$ cat src/uart_pkg.sv
//////////////////////////////
// Register map, RX word layout, status bits and the APB write-word union.
//////////////////////////////
package uart_pkg;

    // Byte addresses, word aligned.
    localparam int ADDR_CTRL    = 'h00;
    localparam int ADDR_STATUS  = 'h04;
    localparam int ADDR_RX      = 'h08;
    localparam int ADDR_TX_BASE = 'h10;  // Channel c at base + 4*c.

    localparam int               DIV_W          = 16;
    localparam logic [DIV_W-1:0] CTRL_RESET_DIV = 16'd15;  // Bit time is divider + 1.

    // RX pop word.
    localparam int RX_VALID_BIT = 31;
    localparam int RX_PERR_BIT  = 30;
    localparam int RX_CHAN_LSB  = 16;  // Bits 23:16, data in 7:0.

    // STATUS word, overrun flags in 7:0.
    localparam int ST_CRZ_LSB = 8;
    localparam int ST_RXE_BIT = 16;

    typedef struct packed {
        logic [13:0]      rsvd;
        logic             parity_odd;
        logic             parity_en;
        logic [DIV_W-1:0] divider;
    } uart_ctrl_t;

    typedef struct packed {
        logic [23:0] rsvd;
        logic [7:0]  data;
    } uart_txw_t;

    // One write word, decoded by address.
    typedef union packed {
        uart_ctrl_t ctrl;
        uart_txw_t  tx;
    } uart_wdata_u;

endpackage

$ cat src/uart_chan_if.sv
`timescale 1ns/1ps
//////////////////////////////
// Channel link between one UART channel and the host blocks.
//////////////////////////////
interface uart_chan_if #(
    parameter int BYTE_W = 8
);
    logic              tx_valid;
    logic [BYTE_W-1:0] tx_data;
    logic              tx_credit;   // One TX credit back to regs.
    logic              rx_valid;
    logic [BYTE_W-1:0] rx_data;
    logic              rx_perr;
    logic              rx_take;     // Merge took this channel's byte.
    logic              rx_credit;   // RX credit back on pop.

    modport host (
        output tx_valid, tx_data, rx_take, rx_credit,
        input  tx_credit, rx_valid, rx_data, rx_perr
    );

    modport chan (
        input  tx_valid, tx_data, rx_take, rx_credit,
        output tx_credit, rx_valid, rx_data, rx_perr
    );

endinterface

$ cat src/uart_tx_serializer.sv
`timescale 1ns/1ps
//////////////////////////////
// UART serializer, LSB first, optional parity.
//////////////////////////////
module uart_tx_serializer
    import uart_pkg::*;
(
    input  logic             clk_i,
    input  logic             rst_n_i,
    input  logic [DIV_W-1:0] divider_i,
    input  logic             parity_en_i,
    input  logic             parity_odd_i,
    input  logic             byte_valid_i,
    input  logic [7:0]       byte_i,
    output logic             take_o,
    output logic             txd_o
);
    logic             busy;
    logic [DIV_W-1:0] cnt;
    logic [3:0]       bits_left;
    logic [10:0]      shreg;     // Stop, parity, data, start.
    logic             bit_end;

    assign take_o  = byte_valid_i & ~busy;
    assign txd_o   = ~busy | shreg[0];  // Idle line is high.
    assign bit_end = (cnt == divider_i);

    always_ff @(posedge clk_i) begin
        if (!rst_n_i) begin
            busy      <= 1'b0;
            cnt       <= '0;
            bits_left <= '0;
        end else if (take_o) begin
            busy      <= 1'b1;
            cnt       <= '0;
            bits_left <= parity_en_i ? 4'd11 : 4'd10;
        end else if (busy) begin
            if (bit_end) begin
                cnt       <= '0;
                bits_left <= bits_left - 1'b1;
                if (bits_left == 4'd1) busy <= 1'b0;
            end else begin
                cnt <= cnt + 1'b1;
            end
        end
    end

    always_ff @(posedge clk_i) begin
        if (take_o) begin
            // Without parity bit 9 is already the stop bit.
            shreg <= {1'b1, parity_en_i ? (^byte_i ^ parity_odd_i) : 1'b1, byte_i, 1'b0};
        end else if (busy && bit_end) begin
            shreg <= {1'b1, shreg[10:1]};
        end
    end

endmodule

$ cat src/uart_rx_deserializer.sv
`timescale 1ns/1ps
//////////////////////////////
// UART deserializer with mid-bit sampling and parity/stop check.
//////////////////////////////
module uart_rx_deserializer
    import uart_pkg::*;
(
    input  logic             clk_i,
    input  logic             rst_n_i,
    input  logic [DIV_W-1:0] divider_i,
    input  logic             parity_en_i,
    input  logic             parity_odd_i,
    input  logic             rxd_i,
    output logic             valid_o,
    output logic [7:0]       data_o,
    output logic             perr_o
);
    localparam logic [2:0] S_IDLE  = 3'd0;
    localparam logic [2:0] S_START = 3'd1;
    localparam logic [2:0] S_DATA  = 3'd2;
    localparam logic [2:0] S_PAR   = 3'd3;
    localparam logic [2:0] S_STOP  = 3'd4;

    logic [1:0]       sync;
    logic             rxd;
    logic [2:0]       state;
    logic [DIV_W-1:0] cnt;
    logic [2:0]       bit_idx;
    logic [7:0]       shreg;
    logic             par_bit;
    logic             tick;

    assign rxd  = sync[1];
    assign tick = (cnt == divider_i);

    always_ff @(posedge clk_i) begin
        if (!rst_n_i) sync <= 2'b11;
        else          sync <= {sync[0], rxd_i};
    end

    always_ff @(posedge clk_i) begin
        if (!rst_n_i) begin
            state   <= S_IDLE;
            cnt     <= '0;
            bit_idx <= '0;
            valid_o <= 1'b0;
        end else begin
            valid_o <= 1'b0;
            cnt     <= tick ? '0 : cnt + 1'b1;
            case (state)
                S_IDLE: begin
                    cnt <= '0;
                    if (!rxd) state <= S_START;
                end
                S_START: begin
                    if (cnt == (divider_i >> 1)) begin  // Half bit, confirm start.
                        cnt     <= '0;
                        bit_idx <= '0;
                        state   <= rxd ? S_IDLE : S_DATA;
                    end
                end
                S_DATA: begin
                    if (tick) begin
                        bit_idx <= bit_idx + 1'b1;
                        if (bit_idx == 3'd7) state <= parity_en_i ? S_PAR : S_STOP;
                    end
                end
                S_PAR: begin
                    if (tick) state <= S_STOP;
                end
                S_STOP: begin
                    if (tick) begin
                        valid_o <= 1'b1;
                        state   <= S_IDLE;
                    end
                end
                default: state <= S_IDLE;
            endcase
        end
    end

    // Missing stop bit counts as a parity error.
    always_ff @(posedge clk_i) begin
        if (state == S_DATA && tick) shreg <= {rxd, shreg[7:1]};
        if (state == S_PAR && tick) par_bit <= rxd;
        if (state == S_STOP && tick) begin
            data_o <= shreg;
            perr_o <= !rxd || (parity_en_i && (par_bit != (^shreg ^ parity_odd_i)));
        end
    end

endmodule

$ cat src/uart_channel.sv
`timescale 1ns/1ps
//////////////////////////////
// One UART channel: TX queue, RX holding buffer, overrun and RX credit.
//////////////////////////////
module uart_channel
    import uart_pkg::*;
#(
    parameter int TX_DEPTH = 8
) (
    input  logic             clk_i,
    input  logic             rst_n_i,
    input  logic [DIV_W-1:0] divider_i,
    input  logic             parity_en_i,
    input  logic             parity_odd_i,
    input  logic             uart_rx_i,
    output logic             uart_tx_o,
    input  logic             ovr_clr_i,
    output logic             overrun_o,
    uart_chan_if.chan        chan
);
    localparam int PW = (TX_DEPTH > 1) ? $clog2(TX_DEPTH) : 1;
    localparam int CW = $clog2(TX_DEPTH + 1);

    logic [7:0]    txq [TX_DEPTH];
    logic [PW-1:0] wr_ptr;
    logic [PW-1:0] rd_ptr;
    logic [CW-1:0] txq_cnt;
    logic          take;
    logic          rx_valid;
    logic [7:0]    rx_data;
    logic          rx_perr;
    logic          hold_valid;
    logic          rx_cred;

    //////////////////////////////
    // TX queue
    //////////////////////////////
    always_ff @(posedge clk_i) begin
        if (chan.tx_valid) txq[wr_ptr] <= chan.tx_data;
    end

    always_ff @(posedge clk_i) begin
        if (!rst_n_i) begin
            wr_ptr  <= '0;
            rd_ptr  <= '0;
            txq_cnt <= '0;
        end else begin
            if (chan.tx_valid) wr_ptr <= (wr_ptr == PW'(TX_DEPTH - 1)) ? '0 : wr_ptr + 1'b1;
            if (take) rd_ptr <= (rd_ptr == PW'(TX_DEPTH - 1)) ? '0 : rd_ptr + 1'b1;
            txq_cnt <= txq_cnt + CW'(chan.tx_valid) - CW'(take);
        end
    end

    assign chan.tx_credit = take;  // Slot frees as the serializer takes it.

    uart_tx_serializer i_tx (
        .clk_i       (clk_i),
        .rst_n_i     (rst_n_i),
        .divider_i   (divider_i),
        .parity_en_i (parity_en_i),
        .parity_odd_i(parity_odd_i),
        .byte_valid_i(txq_cnt != '0),
        .byte_i      (txq[rd_ptr]),
        .take_o      (take),
        .txd_o       (uart_tx_o)
    );

    uart_rx_deserializer i_rx (
        .clk_i       (clk_i),
        .rst_n_i     (rst_n_i),
        .divider_i   (divider_i),
        .parity_en_i (parity_en_i),
        .parity_odd_i(parity_odd_i),
        .rxd_i       (uart_rx_i),
        .valid_o     (rx_valid),
        .data_o      (rx_data),
        .perr_o      (rx_perr)
    );

    //////////////////////////////
    // RX holding buffer
    //////////////////////////////
    always_ff @(posedge clk_i) begin
        if (rx_valid && (!hold_valid || chan.rx_take)) begin
            chan.rx_data <= rx_data;
            chan.rx_perr <= rx_perr;
        end
    end

    always_ff @(posedge clk_i) begin
        if (!rst_n_i) begin
            hold_valid <= 1'b0;
            rx_cred    <= 1'b1;
            overrun_o  <= 1'b0;
        end else begin
            if (rx_valid) begin
                hold_valid <= 1'b1;
            end else if (chan.rx_take) begin
                hold_valid <= 1'b0;
            end
            if (chan.rx_take) begin
                rx_cred <= 1'b0;
            end else if (chan.rx_credit) begin
                rx_cred <= 1'b1;
            end
            // Set wins over clear.
            overrun_o <= (overrun_o & ~ovr_clr_i) | (rx_valid & hold_valid & ~chan.rx_take);
        end
    end

    assign chan.rx_valid = hold_valid & rx_cred;

    a_txq: assert property (@(posedge clk_i) disable iff (!rst_n_i)
        chan.tx_valid |-> (txq_cnt < CW'(TX_DEPTH)));

endmodule

$ cat src/uart_rx_merge.sv
`timescale 1ns/1ps
//////////////////////////////
// Round-robin RX merge into the shared RX queue.
//////////////////////////////
module uart_rx_merge
    import uart_pkg::*;
#(
    parameter int NUM_CH   = 4,
    parameter int RX_DEPTH = 8
) (
    input  logic        clk_i,
    input  logic        rst_n_i,
    uart_chan_if.host   chan [NUM_CH],
    input  logic        pop_i,
    output logic [31:0] word_o,
    output logic        empty_o
);
    localparam int CH_W = (NUM_CH > 1) ? $clog2(NUM_CH) : 1;
    localparam int PW   = (RX_DEPTH > 1) ? $clog2(RX_DEPTH) : 1;
    localparam int CW   = $clog2(RX_DEPTH + 1);
    localparam int EW   = 9 + CH_W;  // {perr, channel, data}.

    logic [NUM_CH-1:0] req;
    logic [NUM_CH-1:0] req_perr;
    logic [7:0]        req_data [NUM_CH];
    logic [NUM_CH-1:0] take;
    logic [CH_W-1:0]   rr;
    logic [CH_W-1:0]   sel;
    logic              found;
    logic [EW-1:0]     q [RX_DEPTH];
    logic [PW-1:0]     wr_ptr;
    logic [PW-1:0]     rd_ptr;
    logic [CW-1:0]     cnt;
    logic [EW-1:0]     head;
    logic              pop;

    for (genvar c = 0; c < NUM_CH; c++) begin : g_ch
        assign req[c]            = chan[c].rx_valid;
        assign req_data[c]       = chan[c].rx_data;
        assign req_perr[c]       = chan[c].rx_perr;
        assign chan[c].rx_take   = take[c];
        assign chan[c].rx_credit = pop && (head[8 +: CH_W] == CH_W'(c));
    end

    // First requester at or after rr.
    always_comb begin
        int idx;
        found = 1'b0;
        sel   = rr;
        for (int i = 0; i < NUM_CH; i++) begin
            idx = int'(rr) + i;
            if (idx >= NUM_CH) idx = idx - NUM_CH;
            if (!found && req[idx]) begin
                found = 1'b1;
                sel   = CH_W'(idx);
            end
        end
        take      = '0;
        take[sel] = found;
    end

    assign empty_o = (cnt == '0);
    assign pop     = pop_i & ~empty_o;
    assign head    = q[rd_ptr];

    always_ff @(posedge clk_i) begin
        if (found) q[wr_ptr] <= {req_perr[sel], sel, req_data[sel]};
    end

    always_ff @(posedge clk_i) begin
        if (!rst_n_i) begin
            rr     <= '0;
            wr_ptr <= '0;
            rd_ptr <= '0;
            cnt    <= '0;
        end else begin
            if (found) begin
                rr     <= (sel == CH_W'(NUM_CH - 1)) ? '0 : sel + 1'b1;
                wr_ptr <= (wr_ptr == PW'(RX_DEPTH - 1)) ? '0 : wr_ptr + 1'b1;
            end
            if (pop) rd_ptr <= (rd_ptr == PW'(RX_DEPTH - 1)) ? '0 : rd_ptr + 1'b1;
            cnt <= cnt + CW'(found) - CW'(pop);
        end
    end

    always_comb begin
        word_o = '0;
        if (!empty_o) begin
            word_o[RX_VALID_BIT]           = 1'b1;
            word_o[RX_PERR_BIT]            = head[EW-1];
            word_o[RX_CHAN_LSB +: CH_W]    = head[8 +: CH_W];
            word_o[7:0]                    = head[7:0];
        end
    end

    // One RX credit per channel keeps the queue from filling.
    a_full: assert property (@(posedge clk_i) disable iff (!rst_n_i)
        found |-> (cnt != CW'(RX_DEPTH)));

endmodule

$ cat src/apb_uart_regs.sv
`timescale 1ns/1ps
//////////////////////////////
// APB slave with control, status, RX pop and per-channel TX credits.
//////////////////////////////
module apb_uart_regs
    import uart_pkg::*;
#(
    parameter int NUM_CH     = 4,
    parameter int TX_DEPTH   = 8,
    parameter int APB_ADDR_W = 8
) (
    input  logic                  clk_i,
    input  logic                  rst_n_i,
    input  logic [APB_ADDR_W-1:0] paddr_i,
    input  logic                  psel_i,
    input  logic                  penable_i,
    input  logic                  pwrite_i,
    input  logic [31:0]           pwdata_i,
    output logic [31:0]           prdata_o,
    output logic                  pslverr_o,
    uart_chan_if.host             chan [NUM_CH],
    output logic [DIV_W-1:0]      divider_o,
    output logic                  parity_en_o,
    output logic                  parity_odd_o,
    input  logic [NUM_CH-1:0]     overrun_i,
    output logic [NUM_CH-1:0]     ovr_clr_o,
    input  logic [31:0]           rx_word_i,
    output logic                  rx_pop_o,
    input  logic                  rx_empty_i
);
    localparam int CH_W  = (NUM_CH > 1) ? $clog2(NUM_CH) : 1;
    localparam int CRD_W = $clog2(TX_DEPTH + 1);

    uart_wdata_u           wdata;
    uart_wdata_u           ctrl_rd;
    logic                  access;
    logic                  wr_acc;
    logic                  rd_acc;
    logic                  hit_ctrl;
    logic                  hit_status;
    logic                  hit_rx;
    logic                  hit_tx;
    logic [APB_ADDR_W-1:0] tx_off;
    logic [CH_W-1:0]       tx_ch;
    logic                  tx_ok;
    logic [NUM_CH-1:0]     crd_zero;
    logic [31:0]           status;

    //////////////////////////////
    // Address decode
    //////////////////////////////
    assign wdata      = pwdata_i;
    assign access     = psel_i & penable_i;
    assign wr_acc     = access & pwrite_i;
    assign rd_acc     = access & ~pwrite_i;
    assign hit_ctrl   = (paddr_i == APB_ADDR_W'(ADDR_CTRL));
    assign hit_status = (paddr_i == APB_ADDR_W'(ADDR_STATUS));
    assign hit_rx     = (paddr_i == APB_ADDR_W'(ADDR_RX));

    assign tx_off = paddr_i - APB_ADDR_W'(ADDR_TX_BASE);
    assign hit_tx = (paddr_i >= APB_ADDR_W'(ADDR_TX_BASE)) && (tx_off[1:0] == 2'b00)
                 && ((tx_off >> 2) < APB_ADDR_W'(NUM_CH));
    assign tx_ch  = tx_off[2 +: CH_W];
    assign tx_ok  = wr_acc & hit_tx & ~crd_zero[tx_ch];

    // Unmapped address, or TX write with no credit left.
    assign pslverr_o = access & (~(hit_ctrl | hit_status | hit_rx | hit_tx)
                     | (pwrite_i & hit_tx & crd_zero[tx_ch]));

    assign rx_pop_o  = rd_acc & hit_rx & ~rx_empty_i;
    assign ovr_clr_o = (wr_acc && hit_status) ? pwdata_i[NUM_CH-1:0] : '0;

    always_ff @(posedge clk_i) begin
        if (!rst_n_i) begin
            divider_o    <= CTRL_RESET_DIV;
            parity_en_o  <= 1'b0;
            parity_odd_o <= 1'b0;
        end else if (wr_acc && hit_ctrl) begin
            divider_o    <= wdata.ctrl.divider;
            parity_en_o  <= wdata.ctrl.parity_en;
            parity_odd_o <= wdata.ctrl.parity_odd;
        end
    end

    //////////////////////////////
    // TX credits
    //////////////////////////////
    for (genvar c = 0; c < NUM_CH; c++) begin : g_crd
        logic [CRD_W-1:0] crd;
        logic             push;

        assign push             = tx_ok && (tx_ch == CH_W'(c));
        assign chan[c].tx_valid = push;
        assign chan[c].tx_data  = wdata.tx.data;
        assign crd_zero[c]      = (crd == '0);

        always_ff @(posedge clk_i) begin
            if (!rst_n_i) begin
                crd <= CRD_W'(TX_DEPTH);
            end else if (push && !chan[c].tx_credit) begin
                crd <= crd - 1'b1;
            end else if (!push && chan[c].tx_credit) begin
                crd <= crd + 1'b1;
            end
        end

        // Channel never returns more credits than it was given.
        a_crd: assert property (@(posedge clk_i) disable iff (!rst_n_i)
            crd <= CRD_W'(TX_DEPTH));
    end

    //////////////////////////////
    // Read mux
    //////////////////////////////
    always_comb begin
        ctrl_rd                 = '0;
        ctrl_rd.ctrl.divider    = divider_o;
        ctrl_rd.ctrl.parity_en  = parity_en_o;
        ctrl_rd.ctrl.parity_odd = parity_odd_o;

        status                       = '0;
        status[NUM_CH-1:0]           = overrun_i;
        status[ST_CRZ_LSB +: NUM_CH] = crd_zero;
        status[ST_RXE_BIT]           = rx_empty_i;

        prdata_o = '0;
        if (hit_ctrl) begin
            prdata_o = ctrl_rd;
        end else if (hit_status) begin
            prdata_o = status;
        end else if (hit_rx) begin
            prdata_o = rx_word_i;                 // Head of the merge queue.
        end
    end

endmodule

$ cat src/apb_uart.sv
`timescale 1ns/1ps
//////////////////////////////
// Multi-channel APB UART top.
//////////////////////////////
module apb_uart
    import uart_pkg::*;
#(
    parameter int NUM_CH     = 4,
    parameter int TX_DEPTH   = 8,
    parameter int RX_DEPTH   = 8,
    parameter int APB_ADDR_W = 8
) (
    input  logic                  clk_i,
    input  logic                  rst_n_i,
    input  logic [APB_ADDR_W-1:0] paddr_i,
    input  logic                  psel_i,
    input  logic                  penable_i,
    input  logic                  pwrite_i,
    input  logic [31:0]           pwdata_i,
    output logic [31:0]           prdata_o,
    output logic                  pslverr_o,
    output logic [NUM_CH-1:0]     uart_tx_o,
    input  logic [NUM_CH-1:0]     uart_rx_i
);
    logic [DIV_W-1:0]  divider;
    logic              parity_en;
    logic              parity_odd;
    logic [NUM_CH-1:0] overrun;
    logic [NUM_CH-1:0] ovr_clr;
    logic [31:0]       rx_word;
    logic              rx_pop;
    logic              rx_empty;

    uart_chan_if #(.BYTE_W(8)) chan_if [NUM_CH] ();

    apb_uart_regs #(
        .NUM_CH    (NUM_CH),
        .TX_DEPTH  (TX_DEPTH),
        .APB_ADDR_W(APB_ADDR_W)
    ) i_regs (
        .clk_i       (clk_i),
        .rst_n_i     (rst_n_i),
        .paddr_i     (paddr_i),
        .psel_i      (psel_i),
        .penable_i   (penable_i),
        .pwrite_i    (pwrite_i),
        .pwdata_i    (pwdata_i),
        .prdata_o    (prdata_o),
        .pslverr_o   (pslverr_o),
        .chan        (chan_if),
        .divider_o   (divider),
        .parity_en_o (parity_en),
        .parity_odd_o(parity_odd),
        .overrun_i   (overrun),
        .ovr_clr_o   (ovr_clr),
        .rx_word_i   (rx_word),
        .rx_pop_o    (rx_pop),
        .rx_empty_i  (rx_empty)
    );

    for (genvar c = 0; c < NUM_CH; c++) begin : g_chan
        uart_channel #(
            .TX_DEPTH(TX_DEPTH)
        ) i_chan (
            .clk_i       (clk_i),
            .rst_n_i     (rst_n_i),
            .divider_i   (divider),
            .parity_en_i (parity_en),
            .parity_odd_i(parity_odd),
            .uart_rx_i   (uart_rx_i[c]),
            .uart_tx_o   (uart_tx_o[c]),
            .ovr_clr_i   (ovr_clr[c]),
            .overrun_o   (overrun[c]),
            .chan        (chan_if[c])
        );
    end

    uart_rx_merge #(
        .NUM_CH  (NUM_CH),
        .RX_DEPTH(RX_DEPTH)
    ) i_merge (
        .clk_i  (clk_i),
        .rst_n_i(rst_n_i),
        .chan   (chan_if),
        .pop_i  (rx_pop),
        .word_o (rx_word),
        .empty_o(rx_empty)
    );

endmodule

$ cat config.mk
export PLATFORM = sky130hd
export DESIGN_NAME = apb_uart
export DESIGN_NICKNAME = d
export VERILOG_FILES = /design/src/uart_pkg.sv /design/src/uart_chan_if.sv /design/src/uart_tx_serializer.sv /design/src/uart_rx_deserializer.sv /design/src/uart_channel.sv /design/src/uart_rx_merge.sv /design/src/apb_uart_regs.sv /design/src/apb_uart.sv
export SDC_FILE = /design/constraint.sdc
export NUM_CORES = 1
export LEC_CHECK = 0
export BUFFER_PORTS_ARGS = -buffer_cell sky130_fd_sc_hd__clkbuf_2
export CORE_ASPECT_RATIO = 0.7
export CORE_MARGIN = 4
export CORE_UTILIZATION = 59
export CTS_CLUSTER_SIZE = 8
export DETAILED_ROUTE_END_ITERATION = 16
export HOLD_SLACK_MARGIN = 0.05
export PLACE_DENSITY = 0.76
export SLEW_MARGIN = 0
export SYNTH_ARGS = -nofsm -noshare
export SYNTH_HDL_FRONTEND = slang
export SYNTH_SLANG_ARGS = --single-unit
$ cat constraint.sdc
create_clock -name clk_i -period 4.1 [get_ports clk_i]
set_clock_uncertainty 0.1 [all_clocks]
set_input_delay 0.615 -clock clk_i [delete_from_list [all_inputs] [get_ports clk_i]]
set_output_delay 0.615 -clock clk_i [all_outputs]
set_load 0.01 [all_outputs]
==> out/qor_table.md, run 1 <==
| Stage | Parameter | This run |
|:---|:---|:---|
| critical path | Internal reg-to-reg setup slack | 440 ps |
| placed design | GPL Wtd Cong | 0.897 |
| routing | DRC Markers | 0 |
| routing | DR vias/cell | 5.82 |
| sta | Final worst-path cycle share | 89.3% |
| logic synthesis | FF+latch count, synth | 789 |
| sta | Fin crit period | 3660 ps |
| die | Top-level I/O count | 86 |
| hold path | Worst hold-check path type | in2reg |
| critical path | Worst reg2reg endpoint | g_chan[0].i_chan.txq_cnt[2] |
| pwr | Static Leakage | 14.2 nW |
| logic synthesis | Syn Area/Cell | 12.5 um2 |
| routing | DR WL/cell | 20.6 um |
| die | Height of the chip | 212 um |
| die | Placement Rows | 74 |
| clock tree | Clock tree from TritonCTS | built |
| critical path | Crit path kind | reg2reg |
| pwr | Max rail drop VDD | 0.370 mV |
| logic synthesis | Async set-reset flop share out of synthesis | 0% |
| cells and area | Number of antenna repair diodes | 0 |
| routing | Vias after detailed routing | 22100 |
| pwr | Total power per unit cell area | 532 mW/mm2 |
| sta | Final hold violation count | 0 |
| clock tree | Htree depth | 3 |
| placed design | IO buf count | 59 |
| logic synthesis | Number of synthesis warnings | 0 |
| critical path | Arrival @ worst endpoint | 4120 ps |
| routing | Uppermost metal layer occupied by signal nets | met4 |
| global route | Largest net degree at the start of global routing | 62 |
| routing | Detailed-routing iteration count for the pre-antenna-repair pass | 6 |
| routing | DR WL met3 | 6070 um |
| sta | Slew at the pin closest to its max-slew limit | 1070 ps |
| die | Full die area | 0.0637 mm2 |
| hold path | Hold Path Cell Cnt | 3 |
| run status | Outcome | finished clean |
| clock tree | Clk sinks | 789 |
| placed design | HPWL Detailed | 52100 um |
| sta | Fmax | 273 MHz |
| logic synthesis | Number of instances in the synthesized netlist | 2806 |
| clock tree | Buffers inserted by post-CTS timing repair | 0 |
| routing | Detailed-route wire length on metal 1 | 35100 um |
| critical path | Worst Path Max Fanout | 7 |
| critical path | Reg-to-reg critical path startpoint | i_regs.g_crd[1].crd[1] |
| cells and area | Nets | 3062 |
| routing | DR WL met2 | 35300 um |
| logic synthesis | Cell type with the largest total area after synthesis | sky130_fd_sc_hd__edfxtp_1 |
| logic synthesis | Post-synthesis sequential area ratio | 58.8% |
| routing | Total wirelength of the detailed-routed design | 78300 um |
| critical path | Required time at the worst-slack endpoint | 4550 ps |
| global route | Via count of the first global-routing pass | 22200 |
| sta | Number of endpoints failing setup at the final stage | 0 |
| sta | Unrepaired setup endpoints after global routing | no |
| global route | Total gr overflow | 0 |
| sta | Hold slack final | 109 ps |
| routing | Antenna violation net count after detailed routing | 0 |
| logic synthesis | Library cells used by synthesis | 67 |
| logic synthesis | Syn Std Cell Area | 0.0352 mm2 |
| die | Width of the die | 300 um |
| die | Placeable core area | 0.0587 mm2 |
| logic synthesis | Flip-flop cell with the highest count after synthesis | sky130_fd_sc_hd__edfxtp_1 |
| placed design | Cell area reported after detailed placement | 0.0365 mm2 |
| critical path | Length in cells of the worst reg-to-reg path | 11 |
| clock tree | Number of buffers created by CTS | 108 |
| die | Starting utilization of the core area | 59.9% |
| clock tree | Maximum number of buffers from clock root to sink | 3 |
| critical path | Critical Path Start Type | register |
| cells and area | Non-filler cells in the finished layout | 3803 |
| logic synthesis | Yosys top cell area share | 41.7% |
| hold path | Hold path start | pwdata_i[12] |
| hold path | Worst Hold End | i_regs.divider_o[12] |
| global route | Number of antenna violations at the first check in global routing | 0 |
| global route | Wire length of the first global-routing pass | 123000 um |
| sta | Fin. max-slew vios | 0 |
| clock tree | Clock slew at the register clock pins of the worst setup and hold paths | 50 ps |
| routing | DRC marker count from the first detailed-route iteration | 2138 |
| clock tree | Later-pin clock latency in the skew report | 670 ps |
| cells and area | Post-synthesis to final-layout area growth | 12.9% |
| cells and area | Share of final-layout standard cells stronger than drive strength 1 | 12.7% |
| sta | Final setup TNS | 0 ps |
| clock tree | Number of gates given a new drive strength after cts | 0 |
| placed design | Number of instances in the placed design | 3607 |
| run | Max cap viols | 0 |
| logic synthesis | Number of enable flip-flop cells after synthesis | 488 |
| sta | Worst slew margin relative to its limit | 28.7% |
| cells and area | Final Cell Area | 0.0397 mm2 |
| global route | Global routing usage summed across all routing layers | 24.9% |
| critical path | Startpoint of the most critical setup path | i_regs.g_crd[1].crd[1] |
| logic synthesis | Cells taking the most area after synthesis | sky130_fd_sc_hd__edfxtp_1 (42%), sky130_fd_sc_hd__dfxtp_1 (17%), sky130_fd_sc_hd__xor2_1 (5.2%), sky130_fd_sc_hd__xnor2_1 (4.9%), sky130_fd_sc_hd__mux4_2 (4.7%) |
| critical path | Critical path capture point type | register |
| clock tree | Library cell used as clock root buffer | sky130_fd_sc_hd__clkbuf_16 |
layout by cell type, fill, tap and decap left out, types with 76 or more instances in the layout:
| cell | count |
|---|---|
| sky130_fd_sc_hd__dfxtp_1 | 301 |
| sky130_fd_sc_hd__clkbuf_1 | 76 |
| sky130_fd_sc_hd__nor2_1 | 209 |
| sky130_fd_sc_hd__ha_1 | 85 |
| sky130_fd_sc_hd__clkbuf_16 | 109 |
| sky130_fd_sc_hd__xor2_1 | 207 |
| sky130_fd_sc_hd__nand2_1 | 232 |
| sky130_fd_sc_hd__xnor2_1 | 195 |
| sky130_fd_sc_hd__edfxtp_1 | 488 |
| sky130_fd_sc_hd__buf_4 | 104 |
stage by stage:
step	utilization, %	setup WS (ps)	power, mW
after floorplan	-	672	12.3
after global placement	62.3	302	12.9
after detailed placement	62.3	253	13.1
after CTS	67.7	459	21.3
after global routing	67.7	313	22.1
final	67.7	438	21.1
worst max-delay path by stage:
stage | end | slack (ps) | cells after the start
finish | g_chan[0].i_chan.txq_cnt[2] | 440 | 11
global route | g_chan[0].i_chan.txq_cnt[2] | 310 | 11
CTS | g_chan[0].i_chan.txq_cnt[2] | 460 | 11
detailed placement | g_chan[0].i_chan.txq_cnt[2] | 250 | 11
global placement | g_chan[0].i_chan.txq_cnt[2] | 300 | 11
floorplan | g_chan[0].i_chan.txq_cnt[2] | 670 | 11
kinds of logic after synthesis:
family / synth area share (%)
adder cells (fa/ha/maj): 3.31
other: 0.0107
flip-flops: 58.8
buffers and inverters: 3.08
XOR/XNOR: 10.3
AND/OR/NAND/NOR: 12.3
AO/OA/AOI/OAI: 4.58
multiplexers: 7.68
timing repair:
action | in CTS | in global routing
setup endpoints to repair | 0 | 0
hold buffers | 4 | 0
hold endpoints to repair | 4 | 0
synth_stat cells (all sizes together) (5+ instances only):
| cell type | number |
|---|---|
| dfxtp | 301 |
| a22o | 5 |
| nand3b | 7 |
| o21a | 7 |
| or4 | 6 |
| a21o | 10 |
| a21oi | 58 |
| a31oi | 15 |
| nand4 | 52 |
| xor2 | 207 |
| a22oi | 8 |
| buf | 80 |
| nor2b | 69 |
| fa | 5 |
| a21boi | 41 |
| nand2 | 232 |
| nor2 | 209 |
| edfxtp | 488 |
| a211oi | 11 |
| mux4 | 86 |
| or3 | 17 |
| xnor2 | 195 |
| clkbuf | 91 |
| nor3b | 8 |
| nand3 | 52 |
| ha | 85 |
| and2 | 60 |
| or2 | 12 |
| mux2i | 66 |
| inv | 69 |
| o21ai | 69 |
| nor3 | 39 |
| nand2b | 31 |
| and3 | 33 |
| o211a | 5 |
| nor4 | 40 |
layout make-up:
cell class	instances	area [um2]
Sequential cell	789	20700
Fill cell	4089	19000
Multi-Input combinational cell	1787	13500
Clock buffer	186	3030
Timing Repair Buffer	167	1130
Tap cell	798	998
Inverter	70	263
Clock inverter	6	104
registers in the layout (all words and copies together) (netlist names), 8 cells and up, named ones only:
signal and flops:
i_regs.g_crd.crd 16, g_chan.i_chan.i_tx.bits_left 16, g_chan.i_chan.i_rx.shreg 32, g_chan.i_chan.txq 256, g_chan.i_chan.txq_cnt 16, g_chan.i_chan.i_tx.shreg 40, g_chan.i_chan.i_rx.bit_idx 12, g_chan.i_chan.i_rx.cnt 64
g_chan.i_chan.wr_ptr 12, g_chan.i_chan.i_rx.data_o 32, g_chan.i_chan.chan.rx_data 32, g_chan.i_chan.i_tx.cnt 64, g_chan.i_chan.i_rx.state 12, g_chan.i_chan.rd_ptr 12, g_chan.i_chan.i_rx.sync 8, i_merge.q 88
i_regs.divider_o 16
where the power goes:
part | internal (mW) | total [mW] | switching, mW
combinational | 1.71 | 3.43 | 1.72
clock | 4.95 | 8.19 | 3.24
sequential | 8.99 | 9.52 | 0.530
worst max-delay path, stage by stage, from the launching register on:
cell,delay (ps)
sky130_fd_sc_hd__dfxtp_1,430
sky130_fd_sc_hd__nor4_1,90
sky130_fd_sc_hd__buf_4,170
sky130_fd_sc_hd__a22o_1,250
sky130_fd_sc_hd__or4_4,620
sky130_fd_sc_hd__or3_1,480
sky130_fd_sc_hd__ha_1,430
sky130_fd_sc_hd__inv_1,80
sky130_fd_sc_hd__ha_1,210
sky130_fd_sc_hd__fa_1,380
sky130_fd_sc_hd__xor2_1,160
sky130_fd_sc_hd__and2_1,150
layer usage:
| metal | track usage, % | vias to the layer above |
|---|---|---|
| met4 | 7.11 | 0 |
| met3 | 4.45 | 142 |
| met5 | 0 | - |
| met1 | 36.7 | 11000 |
| li1 | - | 10200 |
| met2 | 38.4 | 836 |
Note: power is estimated with default switching activity, not from simulation.
==> inputs of run 2 (changes only) <==
--- a/config.mk
+++ b/config.mk
@@ -9,9 +9,11 @@
 export CORE_ASPECT_RATIO = 0.7
 export CORE_MARGIN = 4
 export CORE_UTILIZATION = 59
+export CTS_BUF_LIST = sky130_fd_sc_hd__clkbuf_16
 export CTS_CLUSTER_SIZE = 8
 export DETAILED_ROUTE_END_ITERATION = 16
 export HOLD_SLACK_MARGIN = 0.05
+export MAX_ROUTING_LAYER = met4
 export PLACE_DENSITY = 0.76
 export SLEW_MARGIN = 0
 export SYNTH_ARGS = -nofsm -noshare
==> run 2 against run 1 <==
  * Die area is the same
  * Clock power fell by 2%
  * Critical path depth unchanged
  * Maximum frequency down 0.20%
  * Sequential power hardly changed
  * Count of clock-buffer cells in the layout down 77
  * Cell area is essentially flat
  * Global-route usage up 0.78 points
  * Register-to-register slack about the same
  * Final cell count stayed put
  * Non-clock buffer count did not move
==> out/qor_table.md, run 2 (synthesis gave the netlist of run 1 again) <==
| Stage | Parameter | This run | Change |
|:---|:---|:---|:---|
| run status | Outcome | finished clean |  |
| critical path | Critical Path Start Type | register |  |
| clock tree | Later-pin clock latency in the skew report | 670 ps | about the same |
| sta | Final worst-path setup slack | 430 ps | -7.20 ps |
| routing | DR WL met2 | 35200 um | -0.14% |
| sta | Slew at the pin closest to its max-slew limit | 1070 ps | +3.15 ps |
| cells and area | Number of antenna repair diodes | 0 | unchanged |
| routing | DR WL met3 | 6250 um | +3.0% |
| clock tree | Buffers inserted by post-CTS timing repair | 0 | unchanged |
| cells and area | Max FFs per register | 256 | unchanged |
| clock tree | Clock slew at the register clock pins of the worst setup and hold paths | 50 ps | about the same |
| die | Starting utilization of the core area | 59.9% | unchanged |
| die | Height of the chip | 212 um | unchanged |
| routing | DR vias/cell | 5.82 | about the same |
| placed design | GPL Wtd Cong | 0.912 | +1.7% |
| placed design | IO buf count | 59 | unchanged |
| cells and area | Biggest registers after layout | g_chan.i_chan.txq (256), i_merge.q (88) |  |
| critical path | Internal reg-to-reg setup slack | 430 ps | about the same |
| cells and area | Register name with the most flops | g_chan.i_chan.txq |  |
| routing | Total wirelength of the detailed-routed design | 78200 um | about the same |
| sta | Final hold violation count | 0 | unchanged |
| critical path | Required time at the worst-slack endpoint | 4550 ps | about the same |
| routing | Detailed-routing iteration count for the pre-antenna-repair pass | 6 | unchanged |
| die | Top-level I/O count | 86 | unchanged |
| sta | Final setup TNS | 0 ps | unchanged |
| die | Placement Rows | 74 | unchanged |
| sta | Final worst-path cycle share | 89.5% | +0.18 points |
| cells and area | Post-synthesis to final-layout area growth | 12.9% | about the same |
| pwr | Total power per unit cell area | 528 mW/mm2 | -0.87% |
| global route | Number of antenna violations at the first check in global routing | 0 | unchanged |
| critical path | Crit path kind | reg2reg |  |
| routing | Vias after detailed routing | 22100 | +0.050% |
| clock tree | Htree depth | 3 | unchanged |
| clock tree | Clk sinks | 789 | unchanged |
| cells and area | Fill cell total of the finished layout | 4090 | +0.024% |
| sta | Fin crit period | 3670 ps | +7.20 ps |
| sta | Unrepaired setup endpoints after global routing | no |  |
| routing | DRC Markers | 0 | unchanged |
| critical path | Reg-to-reg critical path startpoint | i_regs.g_crd[1].crd[1] |  |
| pwr | Static Leakage | 14.5 nW | +2.2% |
| cells and area | Nets | 3062 | unchanged |
| die | Full die area | 0.0637 mm2 | unchanged |
| die | Width of the die | 300 um | unchanged |
| global route | Largest net degree at the start of global routing | 62 | unchanged |
| cells and area | Leading cell types in the layout, fill and taps excluded | sky130_fd_sc_hd__edfxtp_1 (488), sky130_fd_sc_hd__dfxtp_1 (301), sky130_fd_sc_hd__nand2_1 (232) |  |
| run | Max cap viols | 0 | unchanged |
| critical path | Worst Path Max Fanout | 7 | unchanged |
| routing | DR WL/cell | 20.6 um | about the same |
| routing | Uppermost metal layer occupied by signal nets | met4 |  |
| cells and area | Commonest non-fill, non-tap cell in the layout | sky130_fd_sc_hd__edfxtp_1 |  |
| clock tree | Number of buffers created by CTS | 108 | unchanged |
| clock tree | CTS hold repair buffers | 4 | unchanged |
| global route | Wire length of the first global-routing pass | 123000 um | about the same |
| placed design | HPWL Detailed | 52100 um | unchanged |
| critical path | Critical path capture point type | register |  |
| critical path | Arrival @ worst endpoint | 4120 ps | about the same |
| sta | Worst slew margin relative to its limit | 28.5% | -0.21 points |
| clock tree | Number of gates given a new drive strength after cts | 0 | unchanged |
| hold path | Worst hold-check path type | in2reg |  |
| sta | Number of endpoints failing setup at the final stage | 0 | unchanged |
| placed design | Cell area reported after detailed placement | 0.0365 mm2 | unchanged |
| routing | DRC marker count from the first detailed-route iteration | 2125 | -0.61% |
| pwr | Max rail drop VDD | 0.373 mV | +0.68% |
| cells and area | Share of final-layout standard cells stronger than drive strength 1 | 12.6% | -0.033 points |
| sta | Fmax | 273 MHz | -0.20% |
| die | Placeable core area | 0.0587 mm2 | unchanged |
| global route | Via count of the first global-routing pass | 22200 | -0.099% |
| clock tree | Maximum number of buffers from clock root to sink | 3 | unchanged |
| global route | Total gr overflow | 0 | unchanged |
| global route | Global routing usage summed across all routing layers | 25.6% | +0.78 points |
| placed design | Pre-CTS setup slack | 253 ps | unchanged |
| cells and area | Final Cell Area | 0.0397 mm2 | about the same |
| critical path | Last element of the critical path | g_chan[0].i_chan.txq_cnt[2] |  |
| critical path | Worst reg2reg endpoint | g_chan[0].i_chan.txq_cnt[2] |  |
| sta | Fin. max-slew vios | 0 | unchanged |
| critical path | Length in cells of the worst reg-to-reg path | 11 | unchanged |
| routing | Detailed-route wire length on metal 1 | 34900 um | -0.29% |
| routing | Antenna violation net count after detailed routing | 0 | unchanged |
| clock tree | Clock tree from TritonCTS | built |  |
| clock tree | Library cell used as clock root buffer | sky130_fd_sc_hd__clkbuf_16 |  |
| critical path | Startpoint of the most critical setup path | i_regs.g_crd[1].crd[1] |  |
[run 2: layer usage]
layer  global-route usage (%)  vias up
li1                         -    10200
met1                     36.8    11000
met2                     38.4      849
met3                     4.26      141
met4                     7.06        0
met5                        -        -
[run 2: how the worst min path moves through the flow]
stage / startpoint / to / slack [ps] / cells after the start
finish: pwdata_i[12] / i_regs.divider_o[12] / 110 / 3
global route: pwdata_i[8] / i_regs.divider_o[8] / 100 / 3
CTS: pwdata_i[12] / i_regs.divider_o[12] / 80 / 3
detailed placement: g_chan[3].i_chan.i_rx.sync[0] / g_chan[3].i_chan.i_rx.sync[1] / 300 / 1
global placement: g_chan[1].i_chan.i_rx.sync[0] / g_chan[1].i_chan.i_rx.sync[1] / 300 / 1
floorplan: g_chan[0].i_chan.i_rx.sync[0] / g_chan[0].i_chan.i_rx.sync[1] / 290 / 1
[run 2: final cells by class]
type	count	area (um2)	area share [%]
tap	798	998	2.51
inverter	70	263	0.662
timing repair buffer	167	1130	2.85
clock buffer	109	2730	6.87
multi-input combinational	1787	13500	34.0
clock inverter	83	393	0.989
sequential	789	20700	52.1
[run 2: through the flow]
step	hold WS, ps	util (%)	cells	total power [mW]
floorplan	286	-	2817	12.3
global placement	296	62.3	3607	12.9
detailed placement	296	62.3	3607	13.1
CTS	76.4	67.6	3803	21.1
global route	97.9	67.6	3803	21.9
finish	108	67.6	3803	21.0
[run 2: power breakdown]
group | total, mW | internal [mW] | switching, mW
sequential | 9.52 | 8.99 | 0.532
clock | 8.00 | 4.74 | 3.26
combinational | 3.43 | 1.71 | 1.72
[run 2: critical path, stage by stage, from the launching register on]
cell and delay, ps:
sky130_fd_sc_hd__dfxtp_1 430, sky130_fd_sc_hd__nor4_1 90, sky130_fd_sc_hd__buf_4 170, sky130_fd_sc_hd__a22o_1 250, sky130_fd_sc_hd__or4_4 620, sky130_fd_sc_hd__or3_1 480, sky130_fd_sc_hd__ha_1 430, sky130_fd_sc_hd__inv_1 90
sky130_fd_sc_hd__ha_1 210, sky130_fd_sc_hd__fa_1 380, sky130_fd_sc_hd__xor2_1 160, sky130_fd_sc_hd__and2_1 150
